<file path="config.mk">
export PLATFORM = sky130hd
export DESIGN_NAME = dmr_subsys_top
export DESIGN_NICKNAME = d
export VERILOG_FILES = /design/src/logic/dmr_reg_pkg.sv /design/src/logic/dmr_mode_pkg.sv /design/src/logic/dmr_ctrl_regs.sv /design/src/logic/dmr_lockstep_cmp.sv /design/src/logic/dmr_recovery_seq.sv /design/src/logic/dmr_ctrl.sv /design/src/logic/dmr_subsys_top.sv
export SDC_FILE = /design/constraint.sdc
export NUM_CORES = 1
export LEC_CHECK = 0
export ABC_AREA = 1
export BUFFER_PORTS_ARGS = -buffer_cell sky130_fd_sc_hd__buf_2
export CAP_MARGIN = 20
export CELL_PAD_IN_SITES_DETAIL_PLACEMENT = 1
export CELL_PAD_IN_SITES_GLOBAL_PLACEMENT = 2
export CORE_MARGIN = 2
export CORE_UTILIZATION = 33
export CTS_CLUSTER_DIAMETER = 150
export DETAILED_ROUTE_END_ITERATION = 12
export PLACE_DENSITY = 0.84
export SYNTH_ARGS = -nofsm -noshare
export SYNTH_HDL_FRONTEND = slang
export SYNTH_SLANG_ARGS = --single-unit
</file>
<file path="constraint.sdc">
create_clock -name clk_i -period 3.6 [get_ports clk_i]
set_input_delay 0.54 -clock clk_i [delete_from_list [all_inputs] [get_ports clk_i]]
set_output_delay 0.54 -clock clk_i [all_outputs]
set_load 0.01 [all_outputs]
</file>
<file path="src/logic/dmr_reg_pkg.sv">
// Register map of the DMR control block: addresses, data width and the configuration word
package dmr_reg_pkg;

  // Width of the register data port
  localparam int unsigned RegWidth = 32;

  // Word addresses on the register port
  typedef enum logic [1:0] {
    DMR_ENABLE_ADDR   = 2'd0,
    DMR_CONFIG_ADDR   = 2'd1,
    DMR_MISMATCH_ADDR = 2'd2,
    DMR_STATUS_ADDR   = 2'd3
  } reg_addr_e;

  // Field view of the configuration word, LSB last
  typedef struct packed {
    logic [RegWidth-3:0] reserved;
    // Self-clearing, a write of 1 starts one restore
    logic                force_recovery;
    // Selects hardware restore over software resynch
    logic                rapid_recovery;
  } dmr_config_fields_t;

  // Configuration word
  // The register port moves it as a raw word, the hardware reads the fields
  typedef union packed {
    logic [RegWidth-1:0] raw;
    dmr_config_fields_t  fields;
  } dmr_config_t;

endpackage

</file>
<file path="src/logic/dmr_mode_pkg.sv">
// Redundancy mode and setback encodings shared by the DMR FSM, registers and testbench
package dmr_mode_pkg;

  // Mode of the core pair, encoding 3 is unused
  typedef enum logic [1:0] {
    NON_DMR     = 2'd0,
    DMR_RUN     = 2'd1,
    DMR_RESTORE = 2'd2
  } dmr_mode_e;

  // Setback codes driven to the cores on a mode transition
  localparam logic [1:0] SetbackNone  = 2'b00;
  // Leaving lockstep, cores continue independently
  localparam logic [1:0] SetbackSplit = 2'b10;
  // Entering lockstep after synchronisation
  localparam logic [1:0] SetbackJoin  = 2'b11;

endpackage

</file>
<file path="src/logic/dmr_ctrl_regs.sv">
// Software registers of the DMR subsystem: enable, configuration, mismatch count and status
`timescale 1ns/10ps

module dmr_ctrl_regs #(
  parameter bit RapidRecovery = 1'b0,
  parameter bit DmrFixed      = 1'b0
) (
  input  logic                              clk_i,
  input  logic                              rst_ni,
  input  logic                              reg_valid_i,
  input  logic                              reg_write_i,
  input  dmr_reg_pkg::reg_addr_e            reg_addr_i,
  input  logic [dmr_reg_pkg::RegWidth-1:0]  reg_wdata_i,
  output logic [dmr_reg_pkg::RegWidth-1:0]  reg_rdata_o,
  input  logic                              dmr_error_i,
  input  dmr_mode_pkg::dmr_mode_e           mode_i,
  output logic                              dmr_enable_o,
  output logic                              rapid_recovery_o,
  output logic                              force_recovery_o
);
  import dmr_reg_pkg::*;

  logic                reg_wr, reg_rd;
  logic                mismatch_clr;
  logic                enable_q;
  logic                force_q;
  dmr_config_t         wdata_cfg, cfg_d, cfg_q;
  logic [RegWidth-1:0] mismatch_q;
  logic [RegWidth-1:0] rdata_d, rdata_q;

  assign reg_wr       = reg_valid_i & reg_write_i;
  assign reg_rd       = reg_valid_i & ~reg_write_i;
  assign mismatch_clr = reg_wr && (reg_addr_i == DMR_MISMATCH_ADDR);

  // Write data taken raw, stored with force cleared and rapid masked by the build option
  always_comb begin
    wdata_cfg.raw = reg_wdata_i;
    cfg_d = wdata_cfg;
    cfg_d.fields.force_recovery = 1'b0;
    cfg_d.fields.rapid_recovery = wdata_cfg.fields.rapid_recovery & RapidRecovery;
  end

  always_ff @(posedge clk_i or negedge rst_ni) begin
    if (!rst_ni) begin
      enable_q   <= 1'b0;
      cfg_q      <= '0;
      force_q    <= 1'b0;
      mismatch_q <= '0;
    end else begin
      if (reg_wr && reg_addr_i == DMR_ENABLE_ADDR) begin
        enable_q <= reg_wdata_i[0];
      end
      if (reg_wr && reg_addr_i == DMR_CONFIG_ADDR) begin
        cfg_q <= cfg_d;
      end
      // One-cycle pulse towards the FSM
      force_q <= reg_wr && (reg_addr_i == DMR_CONFIG_ADDR) && wdata_cfg.fields.force_recovery;
      if (mismatch_clr) begin
        mismatch_q <= '0;
      end else if (dmr_error_i && mismatch_q != {RegWidth{1'b1}}) begin
        mismatch_q <= mismatch_q + 1'b1;
      end
    end
  end

  assign dmr_enable_o     = enable_q | DmrFixed;
  assign rapid_recovery_o = cfg_q.fields.rapid_recovery;
  assign force_recovery_o = force_q;

  // Read mux
  always_comb begin
    rdata_d = '0;
    case (reg_addr_i)
      DMR_ENABLE_ADDR:   rdata_d = {{(RegWidth-1){1'b0}}, dmr_enable_o};
      DMR_CONFIG_ADDR:   rdata_d = cfg_q.raw;
      DMR_MISMATCH_ADDR: rdata_d = mismatch_q;
      DMR_STATUS_ADDR:   rdata_d = RegWidth'(mode_i);
    endcase
  end

  // Read data holds between read strobes
  always_ff @(posedge clk_i or negedge rst_ni) begin
    if (!rst_ni) begin
      rdata_q <= '0;
    end else if (reg_rd) begin
      rdata_q <= rdata_d;
    end
  end

  assign reg_rdata_o = rdata_q;

  a_mismatch_monotonic: assert property (@(posedge clk_i) disable iff (!rst_ni)
    !mismatch_clr |=> mismatch_q >= $past(mismatch_q));

endmodule

</file>
<file path="src/logic/dmr_lockstep_cmp.sv">
// Lockstep comparator, flags a mismatch of the two cores' output words one cycle after the sample
`timescale 1ns/10ps

module dmr_lockstep_cmp #(
  parameter int unsigned DataWidth = 32
) (
  input  logic                 clk_i,
  input  logic                 rst_ni,
  input  logic                 core_valid_i,
  input  logic [DataWidth-1:0] core_a_data_i,
  input  logic [DataWidth-1:0] core_b_data_i,
  output logic                 dmr_error_o
);

  logic [DataWidth-1:0] diff;
  logic                 mismatch;
  logic                 error_q;

  // Any differing bit counts, the failing core cannot be told apart
  assign diff     = core_a_data_i ^ core_b_data_i;
  assign mismatch = |diff;

  always_ff @(posedge clk_i or negedge rst_ni) begin
    if (!rst_ni) begin
      error_q <= 1'b0;
    end else begin
      error_q <= core_valid_i & mismatch;
    end
  end

  assign dmr_error_o = error_q;

  a_error_after_valid: assert property (@(posedge clk_i) disable iff (!rst_ni)
    dmr_error_o |-> $past(core_valid_i));

endmodule

</file>
<file path="src/logic/dmr_recovery_seq.sv">
// Restore sequencer standing in for the state-restore engine, times one restore of fixed length
`timescale 1ns/10ps

module dmr_recovery_seq #(
  parameter int unsigned RestoreCycles = 8
) (
  input  logic clk_i,
  input  logic rst_ni,
  input  logic recovery_request_i,
  output logic recovery_finished_o
);

  localparam int unsigned CntWidth = $clog2(RestoreCycles + 1);

  logic [CntWidth-1:0] cnt_q;
  logic                active_q;
  logic                done_q;

  // Terminal count reached
  assign recovery_finished_o = active_q && (cnt_q == CntWidth'(RestoreCycles));

  always_ff @(posedge clk_i or negedge rst_ni) begin
    if (!rst_ni) begin
      cnt_q    <= '0;
      active_q <= 1'b0;
      done_q   <= 1'b0;
    end else if (recovery_finished_o) begin
      cnt_q    <= '0;
      active_q <= 1'b0;
      done_q   <= 1'b1;
    end else if (active_q) begin
      cnt_q <= cnt_q + 1'b1;
    end else if (recovery_request_i && !done_q) begin
      // Arm on the first edge that sees the request
      cnt_q    <= CntWidth'(1);
      active_q <= 1'b1;
    end else if (!recovery_request_i) begin
      done_q <= 1'b0;
    end
  end

  a_finished_needs_req: assert property (@(posedge clk_i) disable iff (!rst_ni)
    recovery_finished_o |-> recovery_request_i);

endmodule

</file>
<file path="src/logic/dmr_ctrl.sv">
// Redundancy mode FSM of the core pair, issues synch requests, setbacks and restore requests
`timescale 1ns/10ps

module dmr_ctrl #(
  parameter bit DmrFixed      = 1'b0,
  parameter bit DefaultInDmr  = DmrFixed,
  parameter bit RapidRecovery = 1'b0
) (
  input  logic                    clk_i,
  input  logic                    rst_ni,
  input  logic                    fetch_en_i,
  input  logic                    cores_synch_i,
  input  logic                    dmr_enable_i,
  input  logic                    rapid_recovery_i,
  input  logic                    force_recovery_i,
  input  logic                    dmr_error_i,
  input  logic                    recovery_finished_i,
  output dmr_mode_pkg::dmr_mode_e mode_o,
  output logic [1:0]              setback_o,
  output logic                    sw_synch_req_o,
  output logic                    sw_resynch_req_o,
  output logic                    grp_in_independent_o,
  output logic                    rapid_recovery_en_o,
  output logic                    recovery_request_o
);
  import dmr_mode_pkg::*;

  localparam dmr_mode_e DefaultMode = (DmrFixed || DefaultInDmr) ? DMR_RUN : NON_DMR;

  dmr_mode_e mode_d, mode_q;
  logic      rapid_en;
  logic      synch_req, synch_req_q;
  logic      resynch_req, resynch_req_q;
  logic      cores_synch_q;

  assign rapid_en             = rapid_recovery_i & RapidRecovery;
  assign rapid_recovery_en_o  = rapid_en;
  assign grp_in_independent_o = (mode_q == NON_DMR);
  assign recovery_request_o   = (mode_q == DMR_RESTORE);
  assign mode_o               = mode_q;

  // Requests pulse on their rising edge only
  assign sw_synch_req_o   = synch_req & ~synch_req_q;
  assign sw_resynch_req_o = resynch_req & ~resynch_req_q;

  always_comb begin
    mode_d      = mode_q;
    setback_o   = SetbackNone;
    synch_req   = 1'b0;
    resynch_req = 1'b0;

    case (mode_q)
      DMR_RUN: begin
        if ((dmr_error_i || force_recovery_i) && rapid_en) begin
          mode_d = DMR_RESTORE;
        end
        if (dmr_error_i && !rapid_en) begin
          resynch_req = 1'b1;
        end
      end
      DMR_RESTORE: begin
        if (recovery_finished_i) begin
          mode_d = DMR_RUN;
        end
      end
      default: ;
    endcase

    if (!DmrFixed) begin
      // Join once software reports both cores synchronised
      if (mode_q == NON_DMR && dmr_enable_i) begin
        synch_req = 1'b1;
        if (cores_synch_q) begin
          if (rapid_en) begin
            mode_d = DMR_RESTORE;
          end else begin
            mode_d    = DMR_RUN;
            setback_o = SetbackJoin;
          end
        end
      end
      // Before the cores fetch, the mode simply follows the enable
      if (!fetch_en_i) begin
        if (!dmr_enable_i) begin
          mode_d = NON_DMR;
        end else begin
          synch_req = 1'b0;
          mode_d    = DMR_RUN;
        end
      end
      // Split back to independent mode at any time from lockstep run
      if (mode_q == DMR_RUN && !dmr_enable_i) begin
        mode_d    = NON_DMR;
        setback_o = SetbackSplit;
      end
    end
  end

  always_ff @(posedge clk_i or negedge rst_ni) begin
    if (!rst_ni) begin
      mode_q        <= DefaultMode;
      synch_req_q   <= 1'b0;
      resynch_req_q <= 1'b0;
      cores_synch_q <= 1'b0;
    end else begin
      mode_q        <= mode_d;
      synch_req_q   <= synch_req;
      resynch_req_q <= resynch_req;
      cores_synch_q <= cores_synch_i;
    end
  end

  a_mode_legal: assert property (@(posedge clk_i) disable iff (!rst_ni)
    mode_q inside {NON_DMR, DMR_RUN, DMR_RESTORE});

endmodule

</file>
<file path="src/logic/dmr_subsys_top.sv">
// Top of the DMR control subsystem, ties registers, comparator, mode FSM and restore sequencer
`timescale 1ns/10ps

module dmr_subsys_top #(
  parameter bit          DmrFixed      = 1'b0,
  parameter bit          DefaultInDmr  = DmrFixed,
  parameter bit          RapidRecovery = 1'b0,
  parameter int unsigned DataWidth     = 32,
  parameter int unsigned RestoreCycles = 8
) (
  input  logic                             clk_i,
  input  logic                             rst_ni,
  input  logic                             reg_valid_i,
  input  logic                             reg_write_i,
  input  dmr_reg_pkg::reg_addr_e           reg_addr_i,
  input  logic [dmr_reg_pkg::RegWidth-1:0] reg_wdata_i,
  output logic [dmr_reg_pkg::RegWidth-1:0] reg_rdata_o,
  input  logic                             fetch_en_i,
  input  logic                             cores_synch_i,
  input  logic                             core_valid_i,
  input  logic [DataWidth-1:0]             core_a_data_i,
  input  logic [DataWidth-1:0]             core_b_data_i,
  output logic [1:0]                       setback_o,
  output logic                             sw_synch_req_o,
  output logic                             sw_resynch_req_o,
  output logic                             grp_in_independent_o,
  output logic                             rapid_recovery_en_o,
  output logic                             recovery_busy_o
);
  import dmr_mode_pkg::*;

  logic      dmr_enable;
  logic      rapid_recovery;
  logic      force_recovery;
  logic      dmr_error;
  logic      recovery_finished;
  dmr_mode_e mode;

  dmr_ctrl_regs #(
    .RapidRecovery(RapidRecovery),
    .DmrFixed     (DmrFixed)
  ) i_dmr_ctrl_regs (
    .clk_i,
    .rst_ni,
    .reg_valid_i,
    .reg_write_i,
    .reg_addr_i,
    .reg_wdata_i,
    .reg_rdata_o,
    .dmr_error_i     (dmr_error),
    .mode_i          (mode),
    .dmr_enable_o    (dmr_enable),
    .rapid_recovery_o(rapid_recovery),
    .force_recovery_o(force_recovery)
  );

  dmr_lockstep_cmp #(
    .DataWidth(DataWidth)
  ) i_dmr_lockstep_cmp (
    .clk_i,
    .rst_ni,
    .core_valid_i,
    .core_a_data_i,
    .core_b_data_i,
    .dmr_error_o(dmr_error)
  );

  dmr_ctrl #(
    .DmrFixed     (DmrFixed),
    .DefaultInDmr (DefaultInDmr),
    .RapidRecovery(RapidRecovery)
  ) i_dmr_ctrl (
    .clk_i,
    .rst_ni,
    .fetch_en_i,
    .cores_synch_i,
    .dmr_enable_i       (dmr_enable),
    .rapid_recovery_i   (rapid_recovery),
    .force_recovery_i   (force_recovery),
    .dmr_error_i        (dmr_error),
    .recovery_finished_i(recovery_finished),
    .mode_o             (mode),
    .setback_o,
    .sw_synch_req_o,
    .sw_resynch_req_o,
    .grp_in_independent_o,
    .rapid_recovery_en_o,
    // Restore request doubles as the busy flag
    .recovery_request_o (recovery_busy_o)
  );

  dmr_recovery_seq #(
    .RestoreCycles(RestoreCycles)
  ) i_dmr_recovery_seq (
    .clk_i,
    .rst_ni,
    .recovery_request_i (recovery_busy_o),
    .recovery_finished_o(recovery_finished)
  );

endmodule

</file>
## Word level (Yosys, flattened, before mapping)

Index checks and enable logic that the tools add are counted.

- Output and inout bits: 39
- Word-level logic and storage cells: 77
- Register bits: 107
- Latch bits: 0
- Input bits: 105
- Memory bits (read-only): 0
- RAM bits: 0
- Memories kept: 0

- Equal/unequal tests: 10
- Reduce and logical (&&, ||, !) cells: 16
- Divide/modulo/power cells: 0
- Bitwise operators: 9
- Mux-type cells: 28
- Shift-type cells: 0
- Multipliers: 0
- Magnitude comparators: 0
- Add/subtract/negate cells: 2

Operators with widths:

| kind | number |
|---|---|
| case mux 32 bit (4 select lines) | 1 |
| two-way mux 32 bit | 2 |
| adder 32 x 1 -> 32 bit, second input constant | 1 |
| != test 32 bit, second input constant | 1 |
| OR reduction 32 bit | 1 |
| bitwise XOR 32 bit | 1 |
| two-way mux 2 bit | 9 |
| two-way mux 1 bit | 13 |
| two-way mux 4 bit | 3 |
| logical AND 1 bit | 8 |
| == test 2 bit, second input constant | 3 |
| != test 2 bit, second input constant | 3 |
| bitwise AND 1 bit | 5 |
| adder 4 x 1 -> 4 bit, second input constant | 1 |
| == test 2 x 1 -> 1 bit, second input constant | 2 |
| == test 4 bit, second input constant | 1 |
| zero test 2 bit | 2 |
| NOT 1 bit | 3 |
| AND reduction 3 bit | 1 |
| nonzero test 3 bit | 1 |
| zero test 1 bit | 2 |
| nonzero test 2 bit | 1 |

## Logic depth before layout (Yosys ltp)

Gate-level depths: netlist of the first run.

- Depth after elaboration: 8
- Mapped depth: 12
- Gate-level depth less buffers: 11

## Hierarchy

A second synthesis of the first run with hierarchy kept.

- Cell total of the unflattened synthesis: 898
- Area, all modules: 6,217.2 µm²

By module, submodules not included:

| module | instances | cells each | area an instance (µm²) |
|---|---|---|---|
| dmr_ctrl_regs | 1 | 653 | 4,954.8 |
| dmr_lockstep_cmp | 1 | 171 | 678.2 |
| dmr_recovery_seq | 1 | 44 | 330.3 |
| dmr_ctrl | 1 | 30 | 254.0 |

## Worst setup path after synthesis of the first run

No wires, ideal clock.

- Path kind: register to register
- Start: register i_dmr_ctrl_regs.mismatch_q[0]
- End: register i_dmr_ctrl_regs.mismatch_q[16]
- Setup time: 0.066 ns
- Cell stages (with the launch flop): 10
- Arrival: 1.625 ns
- Path slack: 1.910 ns
- Clock period less this slack: 1.690 ns
- Cell sequence: dfrtp_1 -> ha_1 -> inv_2 -> nor2_8 -> nand2_4 -> nor2_4 -> a21oi_1 -> clkbuf_1 -> nand4_1 -> nand2_1

- Longest elaborated chain between the ends: 3

RTL lines:

| item | line | text |
|---|---|---|
| from (decl) | dmr_ctrl_regs.sv:28 | `logic [RegWidth-1:0] mismatch_q;` |
| from (signal assigned) | dmr_ctrl_regs.sv:61 | `mismatch_q <= mismatch_q + 1'b1;` |
| adder 32 x 1 -> 32 bit or != test 32 bit (tied branches) | dmr_ctrl_regs.sv:61, dmr_ctrl_regs.sv:60 |  |
| two-way mux 32 bit or logical AND 1 bit (tied branches) | dmr_ctrl_regs.sv:60 | `end else if (dmr_error_i && mismatch_q != {RegWidth{1'b1}}) begin` |
| two-way mux 32 bit or nonzero test 2 bit (tied branches) | n/a |  |

Parallel ways exist; a longest one is shown, timed or not. The select of a mux whose other input is x is not followed.
A chain may end at the register's enable or synchronous reset.

## Worst setup path after layout of the first run

- Start: register i_dmr_ctrl_regs.mismatch_q[1]
- End: register i_dmr_ctrl_regs.mismatch_q[3]

The elaborated chain is that of the path after synthesis.

==> results of run 1 <==
## stage by stage
step	area (µm²)	worst slack [ps]	hold slack, ps	util, %	cells
finish	7129	1580	230.1	41.22	1111
detailed placement	6800	1449	495.5	39.32	1095
floorplan	5846	1910	244.4	-	744
global placement	6800	1479	487.6	39.32	1095
global route	7129	1378	279.7	41.22	1111
CTS	7129	1544	263.1	41.22	1111
## power breakdown
part / internal, mW / switching (mW) / leakage (nW)
combinational: 0.252 / 0.288 / 1.92
sequential: 1.36 / 0.117 / 1.35
clock: 0.652 / 0.449 / 0.160
total: 2.27 / 0.854 / 3.43
## layer usage
layer / GRT usage, % / share of wire [%] / vias up
li1: - / - / 2645
met1: 22.61 / 47 / 2482
met2: 29.60 / 48 / 119
met3: 3.074 / 3.9 / 7
met4: 3.952 / 0.85 / 0
met5: 0 / 0 / -
## final cells by class
type / instances / area, µm²
clock buffer: 13 / 260.3
clock inverter: 3 / 68.82
fill: 2204 / 10170
inverter: 54 / 207.7
multi-input combinational: 561 / 2860
sequential: 107 / 2678
tap: 225 / 281.5
timing repair buffer: 148 / 773.2
## worst register-to-register path, cell delays in order (launching register included)
cell and delay (ps):
sky130_fd_sc_hd__dfrtp_1 400, sky130_fd_sc_hd__ha_1 310, sky130_fd_sc_hd__inv_2 110, sky130_fd_sc_hd__nor2_8 180
sky130_fd_sc_hd__nand2_4 90, sky130_fd_sc_hd__nor2_4 190, sky130_fd_sc_hd__nand2_4 90, sky130_fd_sc_hd__nand2_4 80
sky130_fd_sc_hd__nand2_4 110, sky130_fd_sc_hd__clkinv_4 240, sky130_fd_sc_hd__nand2_1 90, sky130_fd_sc_hd__nand2_1 80
## Yosys cell counts (2+ instances only)
cell type,n
sky130_fd_sc_hd__nand4_1,20
sky130_fd_sc_hd__buf_1,3
sky130_fd_sc_hd__inv_1,49
sky130_fd_sc_hd__or2_2,4
sky130_fd_sc_hd__ha_1,3
sky130_fd_sc_hd__xnor2_1,3
sky130_fd_sc_hd__xor2_1,36
sky130_fd_sc_hd__a21oi_1,2
sky130_fd_sc_hd__mux2_2,30
sky130_fd_sc_hd__buf_2,4
sky130_fd_sc_hd__nand2_1,244
sky130_fd_sc_hd__nand3_1,30
sky130_fd_sc_hd__inv_2,4
sky130_fd_sc_hd__nor2_1,128
sky130_fd_sc_hd__a31oi_1,31
sky130_fd_sc_hd__nand2_4,4
sky130_fd_sc_hd__o21ai_0,8
sky130_fd_sc_hd__clkbuf_1,12
sky130_fd_sc_hd__nor3_1,3
sky130_fd_sc_hd__nor2_4,4
sky130_fd_sc_hd__dfrtp_1,107
## logic make-up (layout without fill, tap and decap cells)
kind of cell    Yosys count  in the layout
simple gates            443            443
flops                   107            107
buf+inv                  76            218
mux                      30             30
xor+xnor                 39             39
fa+ha+maj                 3              3
compound gates           45             45
other cells               1              1
## worst min-delay path by stage
stage | from | slack (ps) | cells after the start | end
after floorplan | rst_ni | 240 | 0 | i_dmr_ctrl.cores_synch_q$_DFF_PN0_
after global placement | i_dmr_ctrl_regs.cfg_q[13]$_DFFE_PN0P_ | 490 | 1 | i_dmr_ctrl_regs.cfg_q[13]$_DFFE_PN0P_
after detailed placement | i_dmr_ctrl_regs.cfg_q[14]$_DFFE_PN0P_ | 500 | 1 | i_dmr_ctrl_regs.cfg_q[14]$_DFFE_PN0P_
after CTS | rst_ni | 260 | 1 | i_dmr_ctrl_regs.cfg_q[10]$_DFFE_PN0P_
after global routing | cores_synch_i | 280 | 1 | i_dmr_ctrl.cores_synch_q$_DFF_PN0_
final | rst_ni | 230 | 1 | i_dmr_ctrl_regs.cfg_q[31]$_DFFE_PN0P_
## sequential cells by signal, summed over array words and instances, names as in the netlist
signal,count
i_dmr_ctrl.synch_req_q,1
i_dmr_ctrl.cores_synch_q,1
i_dmr_ctrl.resynch_req_q,1
i_dmr_recovery_seq.active_q,1
i_dmr_ctrl_regs.cfg_q,30
i_dmr_recovery_seq.done_q,1
i_dmr_ctrl_regs.reg_rdata_o,32
i_dmr_ctrl_regs.mismatch_q,32
i_dmr_recovery_seq.cnt_q,4
i_dmr_lockstep_cmp.dmr_error_o,1
i_dmr_ctrl_regs.dmr_enable_o,1
i_dmr_ctrl.mode_o,2
==> flow_summary.toml, run 1 <==
[run_status]
run_status = "completed"

[setup_path]
worstSetupEndpoint = "i_dmr_ctrl_regs.mismatch_q[3]$_DFFE_PN0P_"
crit-reg2reg-launch = "i_dmr_ctrl_regs.mismatch_q[1]$_DFFE_PN0P_"
path_delay_family = "simple AND/OR/NAND/NOR gates"
critical_path_class = "flip-flop to flip-flop"
worst_path_largest_cell_delay_ps = 400
crit_path_cell_trace = "ha_1 > inv_2 > nor2_8 > nand2_4 > nor2_4 > nand2_4 > nand2_4 > nand2_4 > clkinv_4 > nand2_1 > nand2_1"
cpMaxStageDelayCell = "sky130_fd_sc_hd__dfrtp_1"
worst_setup_path_end_kind = "flip-flop"
timing.critical_path.arrival_ps = 2310
required_ps = 3890
critical_register_to_register_path_endpoint = "i_dmr_ctrl_regs.mismatch_q[3]$_DFFE_PN0P_"
cp_num_cells = 11
worstSetupStartpoint = "i_dmr_ctrl_regs.mismatch_q[1]$_DFFE_PN0P_"
cp_num_buf_inv = 2
r2r_cell_count = 11
worst-path-max-fanout = 27
ff2ff_setup_slack_ps = 1580
critical_path.startpoint_type = "flip-flop"
crit_top_cell = "sky130_fd_sc_hd__nand2_4"

[pwr]
ir_drop_mv = 0.2921
power.density_cell_area_nw_per_um2 = 437.6
finalPower_mw = 3.120
power.leakage_nw = 3.433

[yosys]
synth_simple_gate_area_share_pct = 31.74
edff_count_synth = 0
yosys.area.top_type_share_pct = 45.80
synth_fp_nets = 852
netlist.top_cell.by_area = "sky130_fd_sc_hd__dfrtp_1"
synthArstFlopShare_pct = 100.0
synth_compound_gate_area_share_pct = 4.687
syn_inst_count = 744
post_synth_xor_area_fraction_pct = 5.843
synth_adder_area_share_pct = 0.6421
combinational_family_with_the_most_area_after_synthesis = "simple AND/OR/NAND/NOR gates"
synth_top_cells_by_area = "sky130_fd_sc_hd__dfrtp_1, sky130_fd_sc_hd__nand2_1, sky130_fd_sc_hd__nor2_1, sky130_fd_sc_hd__mux2_2, sky130_fd_sc_hd__xor2_1"
synthDistinctLibCells = 36
count_of_state_elements_after_synthesis = 107
synth_area_um2 = 5846
synth.mux.area_fraction_pct = 5.779
yosysWarningCount = 0
syn_area_per_cell_um2 = 7.857
synth-seq-area-share_pct = 45.80
postSynth.topFlopCell = "sky130_fd_sc_hd__dfrtp_1"

[grt]
global_route.usage.total_pct = 17.26
via_count_of_the_first_global_routing_pass = 5319
global_route_wire_length_before_repair_um = 25650
grt_antenna_before_repair = 0
grt_overflow_total = 0
grt_start_max_net_pins = 57

[cts]
post_cts_resized = 0
path_clk_slew_ps = 70
worstSkewPairLatency_ps = 350
max-clock-path-buffers = 2
htreeDepth = 3
postCtsHoldBufs = 0
numCtsBuffers = 9
post_cts_buffers = 0
cts.sink_count = 107
tritoncts = "yes"
root_buf_cell = "sky130_fd_sc_hd__clkbuf_16"

[timing]
fin_tns_setup_ps = 0
timing.final.crit_period_ps = 2020
rsz0062_at_grt = "no"
timing_worst_slew_pin_value_ps = 945.7
finalClockSkew_ps = 9.762
layout_worst_path_cycle_share_pct = 56.11
max_clock_freq_ghz = 0.4951
slew_headroom_pct = 36.80
drv_slew = 0
hold_viol = 0
setup_violations = 0

[final_layout]
layout.cells.most_common_list = "sky130_fd_sc_hd__nand2_1, sky130_fd_sc_hd__buf_2, sky130_fd_sc_hd__nor2_1"
layout_commonest_cell = "sky130_fd_sc_hd__nand2_1"
nets = 989
area_growth_syn_to_layout_pct = 21.96
n_antenna_cell = 0
fraction_of_final_layout_cells_sized_beyond_drive_strength_1_pct = 24.15

[worst_hold_path]
min-delay-path-class = "primary input to asynchronous set/reset pin"

[die]
start_util_pct = 33.80
floorplan.die.width_um = 137.1
die-height_um = 137.1
design.die.area_um2 = 18800
design.core.area_um2 = 17300
rows = 48
ioPinCount = 144

[drt]
drt_iter0_markers = 181
route.final.wire_length_um = 15640
route.detailed.wl_per_inst_um = 14.08
remaining_drc_errors = 0
detail_route.vias_per_cell = 4.728
vias = 5253
detail-route-antenna-nets = 0
firstDrtPassIters = 4

[placed_design]
port_buffers = 141
gp_congestion = 0.8354
dp_hpwl_um = 11930

[flow_run]
cap_violations = 0
Power figures use the tool's default switching activity.
==> inputs of run 2 (changes only) <==
CORE_UTILIZATION = 30   (was 33)
PLACE_DENSITY = 0.77   (was 0.84)
clock period = 2.11 ns   (was 3.6 ns; I/O delays follow)
==> run 2 against run 1 <==
Compared with the run above: routed wire length rose by 4.9%; non-clock buffer count up 10; sequential share of layout area is 0.73 points lower; die area rose by 9.7%; cell count rose by 4.5%; setup slack lost 1400 ps; sequential cell count did not move.
==> flow_summary.toml, run 2 (same netlist as run 1, synthesis figures left out) <==
[pwr]
p_sw_mw = 1.496
p_int_mw = 3.724
power.share.switching_pct = 28.66
p_seq_share_pct = 48.4
pwr-share-clk_pct = 33.6
ir_drop_mv = 0.3743
power_frac_comb_pct = 18.0
power.density_cell_area_nw_per_um2 = 718.1
power.leakage_nw = 3.483

[final_layout]
nets = 999
fraction_of_final_layout_cells_sized_beyond_drive_strength_1_pct = 25.11
area_growth_syn_to_layout_pct = 24.38
layout_commonest_cell = "sky130_fd_sc_hd__nand2_1"
finished_layout_cells = 1161
n_antenna_cell = 0
layout.cells.most_common_list = "sky130_fd_sc_hd__nand2_1, sky130_fd_sc_hd__buf_2, sky130_fd_sc_hd__nor2_1"

[setup_path]
worst_path_largest_cell_delay_ps = 420
crit_path_cell_trace = "ha_2 > inv_2 > nor2_8 > nand2_4 > nor2_4 > nand2_4 > nand2_4 > nand2_4 > clkinv_4 > nand2_1 > nand2_1"
worst-path-max-fanout = 27
cp_num_buf_inv = 2
r2r_cell_count = 11
required_ps = 2410
cpMaxStageDelayCell = "sky130_fd_sc_hd__dfrtp_1"
critical_register_to_register_path_endpoint = "i_dmr_ctrl_regs.mismatch_q[30]$_DFFE_PN0P_"
crit_top_cell = "sky130_fd_sc_hd__nand2_4"
timing.critical_path.arrival_ps = 2200
critical_path.startpoint_type = "flip-flop"
critical_path_class = "flip-flop to flip-flop"
crit-reg2reg-launch = "i_dmr_ctrl_regs.mismatch_q[1]$_DFFE_PN0P_"
ff2ff_setup_slack_ps = 210
path_delay_family = "simple AND/OR/NAND/NOR gates"
worst_setup_path_end_kind = "flip-flop"

[grt]
global_route.usage.met2_pct = 28.40
fraction_of_met1_tracks_used_by_global_routing_pct = 22.49
via_count_of_the_first_global_routing_pass = 5538
top_usage_layer = "met2"
grt_antenna_before_repair = 0
global_route_wire_length_before_repair_um = 27590
grt_start_max_net_pins = 65
global_route.usage.total_pct = 16.89
grt_overflow_total = 0
use_met3_pct = 2.832

[die]
design.die.area_um2 = 20620
ioPinCount = 144
rows = 51
start_util_pct = 30.33
die-height_um = 143.6
design.core.area_um2 = 19270
floorplan.die.width_um = 143.6

[cts]
htreeDepth = 3
tritoncts = "yes"
max-clock-path-buffers = 2
cts.sink_count = 107
numCtsBuffers = 9
path_clk_slew_ps = 80
worstSkewPairLatency_ps = 360
root_buf_cell = "sky130_fd_sc_hd__clkbuf_16"

[timing]
finalClockSkew_ps = 7.504
setup_violations = 0
fin_tns_setup_ps = 0
max_clock_freq_ghz = 0.5261
timing.final.crit_period_ps = 1901
layout_worst_path_cycle_share_pct = 90.08
drv_slew = 0
hold_viol = 0
rsz0062_at_grt = "no"

[worst_hold_path]
min-delay-path-class = "primary input to flip-flop"
worst_hold_path.num_cells = 1
worstHoldStart = "cores_synch_i"
worst_hold_path.endpoint = "i_dmr_ctrl.cores_synch_q$_DFF_PN0_"

[drt]
detail-route-antenna-nets = 0
firstDrtPassIters = 4
detail_route.vias_per_cell = 4.569
drt_iter0_markers = 161
vias = 5305
route.final.wire_length_um = 16420
route.detailed.wl_per_inst_um = 14.14
remaining_drc_errors = 0

[placed_design]
place_inst = 1144
dp_hpwl_um = 12490
port_buffers = 141
gp_congestion = 0.8112

[run_status]
run_status = "completed"

[flow_run]
cap_violations = 0
-- run 2: cell count changes in the layout (fill, tap and decap cells not counted), sizes merged --
cell / change
clkinvlp: +1
bufinv: -1
buf: +9
dlygate4sd3: +1
clkinv: +2
clkbuf: -2
-- run 2: worst max path at each step --
| stage | start | endpoint | slack [ps] | cells past startpoint |
|---|---|---|---|---|
| CTS | i_dmr_ctrl_regs.mismatch_q[1]$_DFFE_PN0P_ | i_dmr_ctrl_regs.mismatch_q[10]$_DFFE_PN0P_ | 110 | 11 |
| detailed placement | i_dmr_ctrl_regs.mismatch_q[1]$_DFFE_PN0P_ | i_dmr_ctrl_regs.mismatch_q[30]$_DFFE_PN0P_ | 180 | 11 |
| global route | i_dmr_ctrl_regs.mismatch_q[0]$_DFFE_PN0P_ | i_dmr_ctrl_regs.mismatch_q[29]$_DFFE_PN0P_ | 30 | 11 |
| global placement | i_dmr_ctrl_regs.mismatch_q[0]$_DFFE_PN0P_ | i_dmr_ctrl_regs.mismatch_q[30]$_DFFE_PN0P_ | 230 | 11 |
| finish | i_dmr_ctrl_regs.mismatch_q[1]$_DFFE_PN0P_ | i_dmr_ctrl_regs.mismatch_q[30]$_DFFE_PN0P_ | 210 | 11 |
| floorplan | i_dmr_ctrl_regs.mismatch_q[0]$_DFFE_PN0P_ | i_dmr_ctrl_regs.mismatch_q[16]$_DFFE_PN0P_ | 420 | 9 |
-- run 2: power by group through the flow --
stage	Clock [mW]	Combinational, mW	Sequential [mW]
5_1_grt	1.89	1.08	2.56
4_1_cts	1.82	0.963	2.53
3_3_place_gp	0	0.932	2.56
6_report	1.75	0.940	2.53
3_5_place_dp	0	0.956	2.57
2_1_floorplan	0	0.537	2.55
-- run 2: worst register-to-register path, cell delays in order (launching register included) --
cell and delay, ps:
sky130_fd_sc_hd__dfrtp_1 420, sky130_fd_sc_hd__ha_2 290, sky130_fd_sc_hd__inv_2 90, sky130_fd_sc_hd__nor2_8 130, sky130_fd_sc_hd__nand2_4 70, sky130_fd_sc_hd__nor2_4 190, sky130_fd_sc_hd__nand2_4 90, sky130_fd_sc_hd__nand2_4 80
sky130_fd_sc_hd__nand2_4 110, sky130_fd_sc_hd__clkinv_4 210, sky130_fd_sc_hd__nand2_1 90, sky130_fd_sc_hd__nand2_1 70
-- run 2: through the flow --
step	worst slack [ps]	hold WS (ps)	cell area [µm²]	power, mW	utilization, %
global route	34.53	46.19	7271	5.526	37.73
CTS	106.8	46.37	7268	5.314	37.72
global placement	234.7	308.5	6955	3.489	36.09
finish	209.4	59.67	7271	5.221	37.73
detailed placement	177.6	304.5	6955	3.521	36.09
floorplan	419.5	20.91	5846	3.089	-
-- run 2: cell type report --
class	instances	area, µm²
fill	2414	12000
multi-input combinational	561	2863
sequential	107	2678
timing repair buffer	158	888.4
tap	265	331.6
clock buffer	11	242.7
inverter	54	207.7
clock inverter	5	60.06
-- run 2: what timing repair did --
item | 4_1_cts | 5_1_grt
gates resized for setup | 0 | 1
hold endpoints to repair | 32 | 0
endpoints found under the setup margin | 0 | 27
hold buffers | 1 | 0
buffers inserted | 0 | 0
-- run 2: routing by layer --
layer | vias up | part of all wire (%)
li1 | 2669 | -
met3 | 11 | 3.7
met1 | 2517 | 48
met4 | 0 | 0.99
met2 | 108 | 48
met5 | - | 0
==> inputs of run 3 (changes only) <==
ABC_AREA = unset   (was 1)
ABC_CLOCK_PERIOD_IN_PS = 2110   (was unset)
CORE_UTILIZATION = 32   (was 30)
==> run 3 against run 2 <==
Compared with the run above: the run now ends with hold timing left; cell count is 24% lower; total power is 2.3% lower; largest power group unchanged; non-clock buffer count is 9 higher.
==> flow_summary.toml, run 3 <==
[pwr]
power.leakage_nw = 2.989
ir_drop_mv = 0.3769
power.density_cell_area_nw_per_um2 = 765.8
finalPower_mw = 5.101

[final_layout]
n_antenna_cell = 0
layout.cells.most_common_list = "sky130_fd_sc_hd__buf_2, sky130_fd_sc_hd__dfrtp_1, sky130_fd_sc_hd__nand2_1"
fraction_of_final_layout_cells_sized_beyond_drive_strength_1_pct = 34.93
area_growth_syn_to_layout_pct = 25.92
num-fill-cells = 1942
layout_commonest_cell = "sky130_fd_sc_hd__buf_2"
nets = 770
layout.cell_area.non_filler_um2 = 6661

[cts]
max-clock-path-buffers = 2
post_cts_buffers = 0
root_buf_cell = "sky130_fd_sc_hd__clkbuf_16"
tritoncts = "yes"
cts.sink_count = 107
post_cts_resized = 0
postCtsHoldBufs = 0
numCtsBuffers = 9
htreeDepth = 3
worstSkewPairLatency_ps = 360
path_clk_slew_ps = 70

[timing]
timing.final.crit_period_ps = 2030
finalClockSkew_ps = 8.428
hold_viol = 1
setup_violations = 0
max_clock_freq_ghz = 0.4926
layout_worst_path_cycle_share_pct = 96.22
holdWs_ps = -6.182
slew_headroom_pct = 60.36
fin_tns_setup_ps = 0
rsz0062_at_grt = "no"
timing_worst_slew_pin_value_ps = 594.7
drv_slew = 0

[die]
die-height_um = 132.6
design.core.area_um2 = 16350
start_util_pct = 32.36
ioPinCount = 144
design.die.area_um2 = 17580
floorplan.die.width_um = 132.6
rows = 47

[grt]
grt_start_max_net_pins = 108
global_route_wire_length_before_repair_um = 23380
via_count_of_the_first_global_routing_pass = 4694
grt_overflow_total = 0
global_route.usage.total_pct = 16.51
grt_antenna_before_repair = 0

[run_status]
failed_checks = "hold timing"
run_status = "complete, but fails checks"

[drt]
dr_wl_met2_um = 6984
detail_route.vias_per_cell = 5.019
firstDrtPassIters = 4
drt_iter0_markers = 208
route.layer.met1.wl_um = 6173
route.detailed.wl_per_inst_um = 15.96
detail-route-antenna-nets = 0
remaining_drc_errors = 0
met3_length_um = 756
highest-signal-layer = "met4"
route.final.wire_length_um = 14160
vias = 4452

[setup_path]
worst_setup_path_end_kind = "flip-flop"
timing.critical_path.arrival_ps = 2310
worstSetupStartpoint = "i_dmr_ctrl_regs.mismatch_q[0]$_DFFE_PN0P_"
crit-reg2reg-launch = "i_dmr_ctrl_regs.mismatch_q[0]$_DFFE_PN0P_"
critical_path_class = "flip-flop to flip-flop"
critical_path.startpoint_type = "flip-flop"
required_ps = 2390
worst-path-max-fanout = 6

[placed_design]
port_buffers = 141
gp_congestion = 0.8488
dp_hpwl_um = 10460
dpl_cell_area_um2 = 6354

[yosys]
count_of_state_elements_after_synthesis = 107
syn_inst_count = 513
synth_fp_nets = 621
synth.top_cells.by_count = "sky130_fd_sc_hd__dfrtp_1, sky130_fd_sc_hd__nand2_1, sky130_fd_sc_hd__o21ai_0, sky130_fd_sc_hd__xnor2_1, sky130_fd_sc_hd__mux2_2"
postSynth.topFlopCell = "sky130_fd_sc_hd__dfrtp_1"
netlist.top_cell.by_area = "sky130_fd_sc_hd__dfrtp_1"
yosysWarningCount = 0
synth-seq-area-share_pct = 50.61
yosys.area.top_type_share_pct = 50.61
syn_area_per_cell_um2 = 10.31
synth_top_cells_by_area = "sky130_fd_sc_hd__dfrtp_1, sky130_fd_sc_hd__xnor2_1, sky130_fd_sc_hd__mux2_2, sky130_fd_sc_hd__a22oi_1, sky130_fd_sc_hd__nand2_1"
synthArstFlopShare_pct = 100.0
synth_area_um2 = 5290
edff_count_synth = 0
yosys.cell_count.top_type = "sky130_fd_sc_hd__dfrtp_1"
synthDistinctLibCells = 52

[flow_run]
cap_violations = 0

[worst_hold_path]
min-delay-path-class = "primary input to asynchronous set/reset pin"
-- run 3: cell count changes in the layout (fill, tap and decap cells not counted), moves of 32 or more --
cell / change
sky130_fd_sc_hd__nor2_1: -98
sky130_fd_sc_hd__inv_1: -42
sky130_fd_sc_hd__o21ai_0: +37
sky130_fd_sc_hd__nand2_1: -182
sky130_fd_sc_hd__xnor2_1: +42
sky130_fd_sc_hd__xor2_1: -32
-- run 3: path summary, 6_finish.rpt --
check / depth (start not counted) / end / slack [ps]
min in group clk_i: 1 / i_dmr_ctrl.cores_synch_q$_DFF_PN0_ / 70
max: 6 / i_dmr_ctrl_regs.mismatch_q[23]$_DFFE_PN0P_ / 80
min: 2 / i_dmr_recovery_seq.done_q$_DFFE_PN0P_ / -6
max in group asynchronous: 2 / i_dmr_ctrl_regs.reg_rdata_o[14]$_DFFE_PN0P_ / 1650
min reg2reg: 2 / i_dmr_ctrl_regs.reg_rdata_o[20]$_DFFE_PN0P_ / 480
max reg2reg: 6 / i_dmr_ctrl_regs.mismatch_q[23]$_DFFE_PN0P_ / 80
-- run 3: critical path: stages (launching register included) --
cell                      delay (ps)
sky130_fd_sc_hd__dfrtp_1         390
sky130_fd_sc_hd__ha_1            230
sky130_fd_sc_hd__and3_1          240
sky130_fd_sc_hd__and2_4          210
sky130_fd_sc_hd__a211o_4         350
sky130_fd_sc_hd__or3_1           390
sky130_fd_sc_hd__a21oi_2         150
-- run 3: routing by layer --
layer	global-route usage (%)	up-vias
met5	0	-
met4	5.974	0
met3	3.448	17
met2	28.35	122
met1	20.52	2176
li1	-	2137
-- run 3: cells by family after synthesis --
group | share of synthesized area [%]
buf+inv | 3.098
flops | 50.61
simple gates | 16.56
other cells | 0.07089
xor+xnor | 8.113
fa+ha+maj | 0.7096
mux | 7.238
compound gates | 13.60
-- run 3: layout make-up --
cell class	instances	area, µm²	share of cell area (%)
Multi-Input combinational cell	370	2492	37.42
Timing Repair Buffer	167	915.9	13.75
Inverter	7	26.28	0.3944
Sequential cell	107	2678	40.20
Clock buffer	14	264.0	3.963
Tap cell	220	275.3	4.132
Clock inverter	2	10.01	0.1503
-- run 3: where the power goes --
part	internal (mW)	switching [mW]	total, mW
registers	2.35	0.210	2.56
clock network	0.864	0.734	1.60
logic	0.476	0.465	0.942
-- run 3: per-stage QoR --
stage | setup slack, ps | instances | hold WS (ps) | utilization, %
5_1_grt | 1.275 | 887 | 65.97 | 40.75
2_1_floorplan | 100.8 | 513 | 20.91 | -
6_report | 79.83 | 887 | -6.182 | 40.75
4_1_cts | 14.55 | 887 | 61.52 | 40.54
3_3_place_gp | 124.4 | 871 | 434.6 | 38.86
3_5_place_dp | 47.71 | 871 | 438.8 | 38.86
